### src/hw/trellisPkg.sv
// trellis sizes, history and state types, decision pair struct, walker FSM states
package trellisPkg;

   // ----------------------------------------
   // trellis sizes
   // ----------------------------------------
   localparam int numStates  = 20;            // trellis states
   localparam int stateStep  = 7;             // branch distance, + or - 7 modulo 20
   localparam int traceDepth = 8;             // history bits used by one walk
   localparam int outDelay   = traceDepth + 1; // strobe to symEnDly latency

   // ----------------------------------------
   // vector types
   // ----------------------------------------
   typedef logic [4:0]             stateIdxT; // trellis state number 0..19
   typedef logic [numStates-1:0]   selVecT;   // one select bit per state, one symbol
   typedef logic [traceDepth:0]    histRowT;  // select history of one state, bit 0 newest

   // whole trace-back table, 20 rows of 9 bits
   typedef histRowT [numStates-1:0] survivorHistT;

   // two hard decisions out of one walk
   // first comes from depth traceDepth-2, second from traceDepth-1
   typedef struct packed {
      logic first;
      logic second;
   } decisionPairT;

   // walker FSM
   typedef enum logic {
      walkIdle,   // walk done, pointer parked
      walkRun     // stepping back through the history
   } walkStateT;

endpackage

### src/hw/decisionOutput.sv
// strobe and phase delay line, final decision register
`timescale 1ns/1ps

module decisionOutput (
   input  logic                      clk,
   input  logic                      reset,
   input  logic                      symEn,      // one-cycle symbol strobe
   input  logic                      pairPhase,  // high before the even strobe
   input  trellisPkg::decisionPairT  decisions,  // both decisions of the last walk
   output logic                      decision,   // hard decision, one per strobe
   output logic                      symEnDly    // symEn delayed by outDelay
);
   import trellisPkg::*;

   logic [outDelay-1:0] symEnSr;   // strobe delay line
   logic [outDelay-1:0] phaseSr;   // phase delay line, same length
   logic                phaseDly;

   // ----------------------------------------
   // delay lines
   // ----------------------------------------
   // the phase entering the line is the one a strobe leaves behind:
   // low after the even strobe, high after the odd one
   always_ff @(posedge clk) begin
      if (reset) begin
         symEnSr <= '0;
         phaseSr <= '0;
      end
      else begin
         symEnSr <= {symEnSr[outDelay-2:0], symEn};
         phaseSr <= {phaseSr[outDelay-2:0], pairPhase ^ symEn};
      end
   end

   assign symEnDly = symEnSr[outDelay-1];
   assign phaseDly = phaseSr[outDelay-1];

   // ----------------------------------------
   // final decision
   // ----------------------------------------
   always_ff @(posedge clk) begin
      if (reset) begin
         decision <= 1'b0;
      end
      else if (symEnDly) begin
         // even strobe of the pair gives first, odd strobe gives second
         decision <= phaseDly ? decisions.second : decisions.first;
      end
   end

   // a one-cycle strobe in must stay a one-cycle pulse out
   dlyPulse: assert property (
      @(posedge clk) disable iff (reset) symEnDly |=> !symEnDly
   ) else $error("symEnDly high on two consecutive cycles");

endmodule

### src/hw/survivorHistory.sv
// survivor-select shift registers and strobe pair phase
`timescale 1ns/1ps

module survivorHistory (
   input  logic                      clk,
   input  logic                      reset,
   input  logic                      symEn,     // one-cycle symbol strobe
   input  trellisPkg::selVecT        sel,       // 0 -> +7, 1 -> -7 per state
   output trellisPkg::survivorHistT  hist,      // full trace-back table
   output logic                      pairPhase  // high before the even strobe of a pair
);
   import trellisPkg::*;

   // ----------------------------------------
   // trace-back table
   // ----------------------------------------
   // every row moves one symbol deeper on a strobe
   always_ff @(posedge clk) begin
      if (reset) begin
         hist <= '0;                          // whole table cleared
      end
      else if (symEn) begin
         for (int s = 0; s < numStates; s++) begin
            // oldest bit drops off the top, newest select enters at bit 0
            hist[s] <= {hist[s][traceDepth-1:0], sel[s]};
         end
      end
   end

   // ----------------------------------------
   // strobe pair phase
   // ----------------------------------------
   always_ff @(posedge clk) begin
      if (reset) begin
         pairPhase <= 1'b1;                   // first strobe after reset is even
      end
      else if (symEn) begin
         pairPhase <= ~pairPhase;             // flips once per strobe
      end
   end

   // ----------------------------------------
   // checks
   // ----------------------------------------
   // slow strobe mode only: the walk started by one strobe must finish
   // before the table shifts again, so strobes sit traceDepth+2 clocks apart
   // or more
   strobeSpacing: assert property (
      @(posedge clk) disable iff (reset)
         symEn |=> !symEn [*traceDepth+1]
   ) else $error("symEn strobes closer than %0d cycles", traceDepth + 2);

endmodule

### src/hw/traceBackDecoder.sv
// trace-back decoder top, history, walker and output stages
`timescale 1ns/1ps

module traceBackDecoder (
   input  logic                 clk,
   input  logic                 reset,
   input  logic                 symEn,     // symbol strobe, slow mode spacing
   input  trellisPkg::selVecT   sel,       // survivor selects for this symbol
   input  trellisPkg::stateIdxT index,     // best metric state
   output logic                 decision,  // hard decision out
   output logic                 symEnDly   // marks a new decision
);
   import trellisPkg::*;

   survivorHistT hist;        // trace-back table
   logic         pairPhase;   // even / odd strobe of the pair
   decisionPairT decisions;   // two decisions per walk

   // input side, stores one select bit per state per strobe
   survivorHistory survivorHistory_inst (
      .clk       (clk),
      .reset     (reset),
      .symEn     (symEn),
      .sel       (sel),
      .hist      (hist),
      .pairPhase (pairPhase)
   );

   // walks back traceDepth symbols on every even strobe
   traceBackWalker traceBackWalker_inst (
      .clk       (clk),
      .reset     (reset),
      .symEn     (symEn),
      .pairPhase (pairPhase),
      .index     (index),
      .hist      (hist),
      .decisions (decisions)
   );

   // fixed latency output, one decision per strobe
   decisionOutput decisionOutput_inst (
      .clk       (clk),
      .reset     (reset),
      .symEn     (symEn),
      .pairPhase (pairPhase),
      .decisions (decisions),
      .decision  (decision),
      .symEnDly  (symEnDly)
   );

endmodule

### src/hw/traceBackWalker.sv
// trace-back walk FSM, state pointer stepping and capture of both decisions
`timescale 1ns/1ps

module traceBackWalker (
   input  logic                      clk,
   input  logic                      reset,
   input  logic                      symEn,      // one-cycle symbol strobe
   input  logic                      pairPhase,  // high -> this strobe is even
   input  trellisPkg::stateIdxT      index,      // state with the best metric
   input  trellisPkg::survivorHistT  hist,       // trace-back table
   output trellisPkg::decisionPairT  decisions   // held until the next walk
);
   import trellisPkg::*;

   typedef logic [$clog2(traceDepth)-1:0] stepCntT; // walk step 0..traceDepth-1

   walkStateT walkState;
   stateIdxT  statePtr;      // state currently visited by the walk
   stateIdxT  nextPtr;
   stepCntT   stepCnt;       // also the history depth read this cycle
   logic      startWalk;
   logic      curBit;        // select bit of the visited state at this depth
   logic [5:0] stepSum;      // pointer + 7 or + 13, up to 32 before the wrap

   // only the even strobe of a pair starts a walk
   assign startWalk = symEn & pairPhase;

   // ----------------------------------------
   // branch step
   // ----------------------------------------
   assign curBit  = hist[statePtr][stepCnt];
   // sel 0 moves +7, sel 1 moves -7 which is +13 modulo 20
   assign stepSum = {1'b0, statePtr}
                  + (curBit ? 6'(numStates - stateStep) : 6'(stateStep));
   assign nextPtr = (stepSum >= 6'(numStates)) ? stateIdxT'(stepSum - 6'(numStates))
                                               : stateIdxT'(stepSum);

   // ----------------------------------------
   // walk FSM and pointer
   // ----------------------------------------
   always_ff @(posedge clk) begin
      if (reset) begin
         walkState <= walkIdle;
         stepCnt   <= '0;
         statePtr  <= '0;
      end
      else if (startWalk) begin
         walkState <= walkRun;
         stepCnt   <= '0;                     // begin at the newest history bit
         statePtr  <= index;                  // start from the best metric state
      end
      else if (walkState == walkRun) begin
         statePtr <= nextPtr;                 // one trellis branch per clock
         stepCnt  <= stepCnt + 1'b1;
         if (stepCnt == stepCntT'(traceDepth - 1)) begin
            walkState <= walkIdle;            // traceDepth steps taken
         end
      end
   end

   // ----------------------------------------
   // decision capture
   // ----------------------------------------
   // the bit read at the two deepest steps is the hard decision there
   always_ff @(posedge clk) begin
      if (reset) begin
         decisions <= '0;
      end
      else if ((walkState == walkRun) && !startWalk) begin
         if (stepCnt == stepCntT'(traceDepth - 2)) begin
            decisions.first <= curBit;        // depth traceDepth-2
         end
         else if (stepCnt == stepCntT'(traceDepth - 1)) begin
            decisions.second <= curBit;       // depth traceDepth-1
         end
      end
   end

   // ----------------------------------------
   // checks
   // ----------------------------------------
   // catches an out of range index from the metric unit as well as a bad wrap
   ptrInRange: assert property (
      @(posedge clk) disable iff (reset)
         statePtr < numStates
   ) else $error("trace-back pointer %0d out of range", statePtr);

endmodule

### config.mk
export PLATFORM = sky130hd
export DESIGN_NAME = traceBackDecoder
export DESIGN_NICKNAME = d
export VERILOG_FILES = /design/src/hw/trellisPkg.sv /design/src/hw/decisionOutput.sv /design/src/hw/survivorHistory.sv /design/src/hw/traceBackDecoder.sv /design/src/hw/traceBackWalker.sv
export SDC_FILE = /design/constraint.sdc
export NUM_CORES = 1
export LEC_CHECK = 0
export BUFFER_PORTS_ARGS = -buffer_cell sky130_fd_sc_hd__clkbuf_2
export CORE_AREA = 5 5 173 175
export CTS_CLUSTER_DIAMETER = 40
export DETAILED_ROUTE_END_ITERATION = 10
export DIE_AREA = 0 0 178 180
export SYNTH_ARGS = -nofsm -noshare
export SYNTH_HDL_FRONTEND = slang
export SYNTH_SLANG_ARGS = --single-unit
### constraint.sdc
create_clock -name clk -period 5.92 [get_ports clk]
set_clock_uncertainty 0.05 [all_clocks]
set_input_delay 0.592 -clock clk [delete_from_list [all_inputs] [get_ports clk]]
set_output_delay 0.592 -clock clk [all_outputs]
set_load 0.03 [all_outputs]
==> results of run 1 <==
layer usage:
metal  up-vias  part of all wire  GRT usage
met4         0             0.014     0.0390
met3        17             0.020     0.0183
met2        64              0.45      0.152
met1      2635              0.51      0.154
li1       2684                 -          -
met5         -                 0          0
flip-flops by register name, indices dropped and copies added, names as in the netlist:
register,count
survivorHistory_inst.pairPhase,1
traceBackWalker_inst.decisions,2
decisionOutput_inst.phaseSr,9
decisionOutput_inst.decision,1
traceBackWalker_inst.stepCnt,3
survivorHistory_inst.hist,160
traceBackWalker_inst.walkState,1
traceBackWalker_inst.statePtr,5
decisionOutput_inst.symEnSr,9
critical path, cell delays in order, from the launching register on:
cell,delay [ps]
dfxtp_1,610
mux4_1,610
mux4_2,510
and4_4,210
a311oi_2,240
o41a_2,220
or2_1,160
ha_1,260
a211oi_1,400
xnor2_1,230
ha_1,240
nand2_1,60
a32o_1,290
or2_2,280
a311o_1,310
a21oi_1,140
cell usage after synthesis (4+ instances only):
library cell / instances / area share
buf_1: 14 / 0.0063
mux4_2: 32 / 0.087
dfxtp_1: 191 / 0.46
nand3_1: 4 / 0.0024
mux2i_1: 174 / 0.21
mux4_1: 7 / 0.022
inv_1: 7 / 0.0032
nor2b_1: 20 / 0.015
xnor2_1: 4 / 0.0042
clkbuf_1: 29 / 0.013
ha_1: 9 / 0.014
buf_6: 4 / 0.0054
nor2_1: 174 / 0.079
mux2_2: 5 / 0.0068
a211oi_1: 5 / 0.0045
o21ai_0: 4 / 0.0024
buf_2: 7 / 0.0042
nand2_1: 15 / 0.0068
a21oi_1: 6 / 0.0036
where the power goes:
part           internal, mW  total, mW  switching (mW)
logic                 0.147      0.304           0.156
clock network         0.558       1.07           0.514
registers              1.31       1.36          0.0484
worst max-delay path by stage:
stage | startpoint | slack (ps) | end | cells past startpoint
after floorplan | traceBackWalker_inst.stepCnt[0] | 1620 | traceBackWalker_inst.statePtr[2] | 16
after global placement | traceBackWalker_inst.stepCnt[0] | 1180 | traceBackWalker_inst.statePtr[2] | 15
after detailed placement | traceBackWalker_inst.stepCnt[0] | 1030 | traceBackWalker_inst.statePtr[3] | 15
after CTS | traceBackWalker_inst.stepCnt[0] | 1030 | traceBackWalker_inst.statePtr[2] | 15
after global routing | traceBackWalker_inst.stepCnt[0] | 720 | traceBackWalker_inst.statePtr[2] | 16
final | traceBackWalker_inst.stepCnt[0] | 1030 | traceBackWalker_inst.statePtr[3] | 15
layout by cell type, fill, tap and decap left out, types with 4 or more instances in the layout:
master	netlist	layout
mux2_2	5	5
inv_1	7	7
ha_1	9	9
mux4_1	7	7
dfxtp_1	191	189
inv_6	0	4
mux2i_1	174	174
clkbuf_2	0	27
mux4_2	32	32
nor2b_1	20	20
a21oi_1	6	6
a211oi_1	5	5
nor2_1	174	174
buf_4	2	8
nand2_1	15	15
nand3_1	4	4
o21ai_0	4	4
xnor2_1	4	4
clkbuf_16	0	17
kinds of logic (layout without fill, tap and decap cells):
logic type,after synthesis,after routing,share of synthesized area
fa+ha+maj,10,10,0.0160
compound gates,38,38,0.0349
buf+inv,63,77,0.0341
mux,218,218,0.326
flops,191,191,0.462
simple gates,235,235,0.121
xor+xnor,6,6,0.00635
layout make-up:
type,instances,area share
Multi-Input combinational cell,507,0.449
Sequential cell,191,0.412
Tap cell,384,0.0517
Clock buffer,19,0.0477
Timing Repair Buffer,38,0.0258
Clock inverter,13,0.0112
Inverter,7,0.00283
==> impl_metrics.json, run 1 <==
{
  "status": "completed",
  "total_power_mw": 2.74,
  "whs_endpoint": "survivorHistory_inst.hist[18]",
  "synth_cells": 761,
  "syn_avg_cell_area_um2": 10.9,
  "antenna_found_initial": 0,
  "power_density_nw_per_um2": 294,
  "critPathKind": "flop to flop",
  "insertion_delay_ps": 430,
  "cts_root_buf": "clkbuf_16",
  "slew_violations": 0,
  "whs_path_depth": 3,
  "avgRoutedWirePerCell_um": 14.2,
  "diodes": 0,
  "r2r_cells": 15,
  "wl_mm": 16.4,
  "fp-row-count": 62,
  "ir_drop_v": 0.000205,
  "syn2layout_area_growth_pct": 12.2,
  "dpl.hpwl_mm": 10.8,
  "hold_path.class": "input pin to flop",
  "vias": 5400,
  "clkSinkCount": 191,
  "cp_max_fo": 9,
  "finalSetupViolations": 0,
  "syn-cell-area_um2": 8280,
  "cts.path.max_buffers": 2,
  "hold_viol": 0,
  "drtIter0Drc": 353,
  "post-route-drc-count": 0,
  "core_um2": 28300,
  "rrSetupSlack_ps": 1030,
  "fin_cells": 1159,
  "seq_area_frac_synth": 0.462,
  "grt_pass1_wl_mm": 27.5,
  "final_cell_area_um2": 9300,
  "tightest_slew_ps": 1120,
  "drive_above_1_share": 0.145,
  "synth.distinct_cells": 51,
  "placed_cells": 1127,
  "synth-main-ff-cell": "dfxtp_1",
  "gr-usage-all-layers": 0.104,
  "hold_path_startpoint": "sel[2]",
  "gp_congestion": 0.800,
  "cts_tree": "done",
  "cap_violations": 0,
  "cts_setup_buffers": 0,
  "final_nets": 800,
  "start_util": 0.292,
  "cp.required_ps": 6230,
  "ys.warnings.count": 0,
  "cts_max_level": 4,
  "path_clk_slew_ps": 70,
  "multi_input_area_um2": 4180,
  "arrival_ps": 5190,
  "seqCellArea_um2": 3830,
  "fin_crit_sh": 0.826,
  "holdWs_ps": 344,
  "ys_seq_elements": 191,
  "slew_headroom": 0.254,
  "n_fill_cell": 2864,
  "async_reset_ff_frac": 0,
  "fin_ws_ps": 1030,
  "ant_nets": 0,
  "min_period_ps": 4890,
  "cts_made_buffers": 17,
  "worst_r2r_endpoint": "traceBackWalker_inst.statePtr[3]",
  "synth_nets": 799,
  "grt_overflow": 0,
  "dieArea_um2": 32000,
  "grt_pass1_vias": 5162,
  "firstDrtPassIters": 4,
  "post-place-ws_ps": 1030,
  "die_h_um": 180,
  "io_buffer_count": 29,
  "synth_edf_count": 0,
  "placed_area_um2": 8750,
  "post_cts_resized": 0,
  "vias_per_cell": 4.66,
  "clock.fmax_ghz": 0.205,
  "cp-end-kind": "flop",
  "p_leak_nw": 3.83,
  "ios": 30,
  "final_util": 0.328,
  "holdBufCountCts": 0,
  "r2r-start": "traceBackWalker_inst.stepCnt[0]",
  "grt_max_degree": 115,
  "worstSetupStartpointType": "flop",
  "rsz0062_at_grt": "false",
  "tns_ps": 0,
  "die_x_um": 178
}
Note: power is estimated with default switching activity, not from simulation.
==> run 2: changes to the inputs <==
==> constraint.sdc (replaced) <==
create_clock -name clk -period 4.62 [get_ports clk]
set_clock_uncertainty 0.05 [all_clocks]
set_input_delay 0.462 -clock clk [delete_from_list [all_inputs] [get_ports clk]]
set_output_delay 0.462 -clock clk [all_outputs]
set_load 0.03 [all_outputs]
==> run 2 against run 1 <==
  * Final cell count rose by 1.1%
  * Sequential power up 26%
  * Register-to-register slack got worse by 850 ps
  * First-iteration DRC count down 15%
  * Global-route usage grew 0.15 points
  * Fmax is 10% higher
  * Routed wire length down 0.21%
==> impl_metrics.json, run 2 (synthesis gave the netlist of run 1 again) <==
{
  "fin_cells": 1172,
  "swShare": 0.262,
  "cts_tree": "done",
  "arrival_ps": 4730,
  "grt_overflow": 0,
  "cp.required_ps": 4910,
  "ant_nets": 0,
  "die_h_um": 180,
  "p_leak_nw": 3.93,
  "comb_power_share": 0.125,
  "tightest_slew_ps": 1000,
  "ir_drop_v": 0.000212,
  "clock.fmax_ghz": 0.225,
  "power.net_switching_mw": 0.954,
  "drive_above_1_share": 0.165,
  "min_period_ps": 4440,
  "ios": 30,
  "dpl.hpwl_mm": 10.6,
  "dieArea_um2": 32000,
  "final_cell_mix": "dfxtp_1, nor2_1, mux2i_1",
  "worstSetupStartpointType": "flop",
  "die_x_um": 178,
  "hold_path_startpoint": "sel[0]",
  "cts_root_buf": "clkbuf_16",
  "cap_violations": 0,
  "antenna_found_initial": 0,
  "n_fill_cell": 2815,
  "slew_headroom": 0.334,
  "cp-end-kind": "flop",
  "reg_top3": "survivorHistory_inst.hist (160), decisionOutput_inst.phaseSr (9), decisionOutput_inst.symEnSr (9)",
  "wl_mm": 16.4,
  "hold_path.class": "input pin to flop",
  "holdBufCountCts": 0,
  "final_nets": 813,
  "worst_r2r_endpoint": "traceBackWalker_inst.statePtr[2]",
  "total_power_mw": 3.64,
  "mostFrequentLayoutCell": "dfxtp_1",
  "multi_input_area_um2": 4200,
  "io_buffer_count": 29,
  "slew_violations": 0,
  "core_um2": 28300,
  "fp-row-count": 62,
  "post-route-drc-count": 0,
  "intPower_mw": 2.68,
  "placed_area_um2": 8860,
  "largest_reg_flops": 160,
  "r2r-start": "traceBackWalker_inst.stepCnt[0]",
  "gr-usage-all-layers": 0.106,
  "grt_pass1_wl_mm": 27.9,
  "cp_max_fo": 6,
  "finalSetupViolations": 0,
  "seqCellArea_um2": 3830,
  "p_clk_frac": 0.402,
  "firstDrtPassIters": 4,
  "holdWs_ps": 215,
  "r2r_cells": 15,
  "final_cell_area_um2": 9480,
  "top_register": "survivorHistory_inst.hist",
  "syn2layout_area_growth_pct": 14.4,
  "cts_made_buffers": 17,
  "hold_viol": 0,
  "cts_max_level": 4,
  "vias_per_cell": 4.55,
  "critPathKind": "flop to flop",
  "cts.path.max_buffers": 2,
  "status": "completed",
  "path_clk_slew_ps": 70,
  "diodes": 0,
  "fin_crit_sh": 0.961,
  "clkSinkCount": 191,
  "power_density_nw_per_um2": 384,
  "insertion_delay_ps": 430,
  "gp_congestion": 0.782,
  "drtIter0Drc": 301,
  "whs_path_depth": 3,
  "grt_max_degree": 136,
  "start_util": 0.292,
  "whs_endpoint": "survivorHistory_inst.hist[0]",
  "grt_pass1_vias": 5188,
  "rrSetupSlack_ps": 180,
  "avgRoutedWirePerCell_um": 14.0,
  "power_frac_seq": 0.474,
  "vias": 5334,
  "placed_cells": 1140
}
==> run 2: worst max-delay path, cell delays in order (launching register included) <==
cell	delay, ps
dfxtp_2	420
mux4_1	590
mux4_2	510
and4_4	210
a311oi_2	230
o41a_2	200
or2_1	120
ha_1	260
a211oi_2	340
xnor2_2	170
ha_2	220
nand2_1	50
a32o_1	290
xor2_1	160
or3_1	300
a311oi_1	240
==> run 2: timing repair <==
item / 4_1_cts / 5_1_grt
endpoints found under the setup margin: 0 / 2
buffers inserted: 0 / 0
gates resized for setup: 0 / 9
==> run 2: metal layers <==
metal | routed length [µm] | part of all wire | GRT usage | up-vias
met2 | 7220 | 0.44 | 0.153 | 49
li1 | - | - | - | 2706
met4 | 202 | 0.012 | 0.0297 | 0
met5 | 0 | 0 | 0 | -
met1 | 8620 | 0.53 | 0.157 | 2566
met3 | 344 | 0.021 | 0.0248 | 13
==> run 2: how the worst max path moves through the flow <==
stage,startpoint,to,slack [ps],depth (start not counted)
floorplan,traceBackWalker_inst.stepCnt[0],traceBackWalker_inst.statePtr[2],320,16
global placement,traceBackWalker_inst.stepCnt[0],traceBackWalker_inst.statePtr[3],140,15
detailed placement,traceBackWalker_inst.stepCnt[0],traceBackWalker_inst.statePtr[2],80,15
CTS,traceBackWalker_inst.stepCnt[0],traceBackWalker_inst.statePtr[2],20,15
global route,traceBackWalker_inst.stepCnt[0],traceBackWalker_inst.statePtr[2],-3,15
finish,traceBackWalker_inst.stepCnt[0],traceBackWalker_inst.statePtr[2],180,15
==> run 2: metrics by stage <==
stage / util / setup WS [ps] / setup TNS [ps]
floorplan: - / 315 / 0
global placement: 0.313 / 140 / 0
detailed placement: 0.313 / 77.0 / 0
CTS: 0.334 / 21.2 / 0
global route: 0.335 / -2.59 / -2.59
finish: 0.335 / 181 / 0
==> run 2: power by group through the flow <==
stage | clock network (mW) | logic, mW | registers (mW)
after floorplan | 0 | 0.344 | 1.74
after global placement | 0 | 0.440 | 1.76
after detailed placement | 0 | 0.442 | 1.76
after CTS | 1.51 | 0.444 | 1.72
after global routing | 1.59 | 0.498 | 1.73
final | 1.46 | 0.453 | 1.72
==> run 2: layout make-up <==
class | instances | area share
well taps | 384 | 0.0507
repair buffers | 51 | 0.0374
clock buffers | 19 | 0.0467
inverters | 7 | 0.00277
flip-flops and latches | 191 | 0.404
multi-input cells | 507 | 0.443
clock inverters | 13 | 0.0154
==> run 3: changes to the inputs <==
--- a/config.mk
+++ b/config.mk
@@ -6,10 +6,10 @@
 export NUM_CORES = 1
 export LEC_CHECK = 0
 export BUFFER_PORTS_ARGS = -buffer_cell sky130_fd_sc_hd__clkbuf_2
-export CORE_AREA = 5 5 173 175
+export CORE_AREA = 5 5 150 152
 export CTS_CLUSTER_DIAMETER = 40
 export DETAILED_ROUTE_END_ITERATION = 10
-export DIE_AREA = 0 0 178 180
+export DIE_AREA = 0 0 155 157
 export SYNTH_ARGS = -nofsm -noshare
 export SYNTH_HDL_FRONTEND = slang
 export SYNTH_SLANG_ARGS = --single-unit
==> run 3 against run 2 <==
  * Sequential power barely moved
  * Final cell count down 9.8%
  * Fmax up 1.1%
  * Global-route usage grew 3.8 points
  * Sequential share of layout area rose by 0.64 points
  * Largest power group unchanged
==> impl_metrics.json, run 3 (synthesis gave the netlist of run 1 again) <==
{
  "cts_made_buffers": 17,
  "mostFrequentLayoutCell": "dfxtp_1",
  "fin_crit_sh": 0.950,
  "ant_nets": 0,
  "antenna_found_initial": 0,
  "critPathKind": "flop to flop",
  "cp_max_fo": 6,
  "cap_violations": 0,
  "avgRoutedWirePerCell_um": 15.7,
  "insertion_delay_ps": 440,
  "finalSetupViolations": 0,
  "crit_chain": "mux4_1 > mux4_2 > and4_4 > a311oi_2 > o41a_2 > or2_1 > ha_1 > a211oi_4 > xnor2_2 > ha_1 > nand2_1 > a32o_1 > xor2_1 > or3_1 > a311oi_1",
  "rsz0062_at_grt": "false",
  "start_util": 0.396,
  "wl_mm": 16.6,
  "path_buf_inv": 0,
  "top_register": "survivorHistory_inst.hist",
  "grt_max_degree": 100,
  "cp.required_ps": 4920,
  "cts_root_buf": "clkbuf_16",
  "drtIter0Drc": 421,
  "gp_congestion": 0.769,
  "fp-row-count": 53,
  "reg_top3": "survivorHistory_inst.hist (160), decisionOutput_inst.phaseSr (9), decisionOutput_inst.symEnSr (9)",
  "path_clk_slew_ps": 70,
  "diodes": 0,
  "final_cell_mix": "dfxtp_1, nor2_1, mux2i_1",
  "slew_headroom": 0.281,
  "die_h_um": 157,
  "clock.fmax_ghz": 0.228,
  "dpl.hpwl_mm": 10.6,
  "cts_max_level": 4,
  "cpMaxStageDelayCell": "mux4_1",
  "dieArea_um2": 24300,
  "comb_power_share": 0.119,
  "slew_violations": 0,
  "syn2layout_area_growth_pct": 12.8,
  "power_density_nw_per_um2": 393,
  "vias_per_cell": 5.05,
  "core_um2": 20900,
  "die_x_um": 155,
  "cts_tree": "done",
  "ios": 30,
  "status": "completed",
  "tns_ps": 0,
  "hold_viol": 0,
  "worst_path_largest_cell_delay_ps": 550,
  "worstSetupStartpointType": "flop",
  "arrival_ps": 4680,
  "firstDrtPassIters": 4,
  "grt_overflow": 0,
  "tightest_slew_ps": 1080,
  "drive_above_1_share": 0.156,
  "power.net_switching_mw": 0.910,
  "ir_drop_v": 0.000222,
  "post-route-drc-count": 0,
  "holdBufCountCts": 0,
  "vias": 5336,
  "grt_pass1_vias": 5195,
  "final_nets": 807,
  "intPower_mw": 2.76,
  "hold_path.class": "input pin to flop",
  "total_power_mw": 3.67,
  "cp-end-kind": "flop",
  "p_clk_frac": 0.409,
  "grt_pass1_wl_mm": 28.3,
  "largest_reg_flops": 160,
  "io_buffer_count": 29,
  "cts.path.max_buffers": 2,
  "crit_family": "compound AO/OA/AOI/OAI gates",
  "gr-usage-all-layers": 0.144,
  "critPathMostFrequentCell": "ha_1",
  "power_frac_seq": 0.471,
  "min_period_ps": 4390,
  "clkSinkCount": 191,
  "p_leak_nw": 3.92,
  "swShare": 0.248
}
==> run 3: area by class of cell <==
| class | instances | area (µm²) |
|---|---|---|
| clock inverter | 13 | 164 |
| clock buffer | 19 | 443 |
| sequential | 191 | 3830 |
| inverter | 7 | 26.3 |
| timing repair buffer | 45 | 334 |
| fill | 1936 | 11500 |
| tap | 275 | 344 |
| multi-input combinational | 507 | 4200 |
==> run 3: path summary, 6_finish.rpt <==
path | startpoint | endpoint | slack, ps | cells past startpoint
worst min-delay path | sel[6] | survivorHistory_inst.hist[54] | 210 | 3
worst min register to register | decisionOutput_inst.symEnSr[0] | decisionOutput_inst.symEnSr[1] | 390 | 1
worst max register to register | traceBackWalker_inst.stepCnt[0] | traceBackWalker_inst.statePtr[2] | 230 | 15
worst max-delay path | traceBackWalker_inst.stepCnt[0] | traceBackWalker_inst.statePtr[2] | 230 | 15
==> run 3: worst register-to-register path, delay by kind of cell, from the launching register on <==
family,cells,cell delay (ps)
mux,2,1060
compound gates,5,1240
flops,1,390
simple gates,4,740
fa+ha+maj,2,500
xor+xnor,2,310
==> run 3: per-stage QoR <==
stage / hold slack (ps) / util / cell area [µm²] / cells / worst slack, ps
CTS: 189 / 0.446 / 9310 / 1057 / 83.6
detailed placement: 372 / 0.417 / 8700 / 1025 / 4.04
global route: 208 / 0.447 / 9340 / 1057 / 6.83
global placement: 367 / 0.417 / 8700 / 1025 / 91.8
finish: 207 / 0.447 / 9340 / 1057 / 231
floorplan: 364 / - / 8280 / 761 / 315
==> run 3: routing by layer <==
metal | GRT usage | wire (µm) | vias up
li1 | - | - | 2690
met5 | 0 | 0 | -
met3 | 0.0355 | 543 | 16
met2 | 0.198 | 6920 | 70
met4 | 0.0484 | 243 | 0
met1 | 0.219 | 8930 | 2560
==> run 3: timing repair <==
action / 4_1_cts / 5_1_grt
buffers inserted: 0 / 0
pin swaps: 0 / 1
gates cloned: 0 / 0
endpoints found under the setup margin: 1 / 2
gates resized for setup: 1 / 8
==> run 3: power by group through the flow <==
| stage | clock [mW] | sequential [mW] | combinational (mW) |
|---|---|---|---|
| 6_report | 1.50 | 1.73 | 0.439 |
| 2_1_floorplan | 0 | 1.74 | 0.344 |
| 3_3_place_gp | 0 | 1.77 | 0.421 |
| 4_1_cts | 1.55 | 1.73 | 0.427 |
| 5_1_grt | 1.63 | 1.74 | 0.488 |
| 3_5_place_dp | 0 | 1.77 | 0.424 |
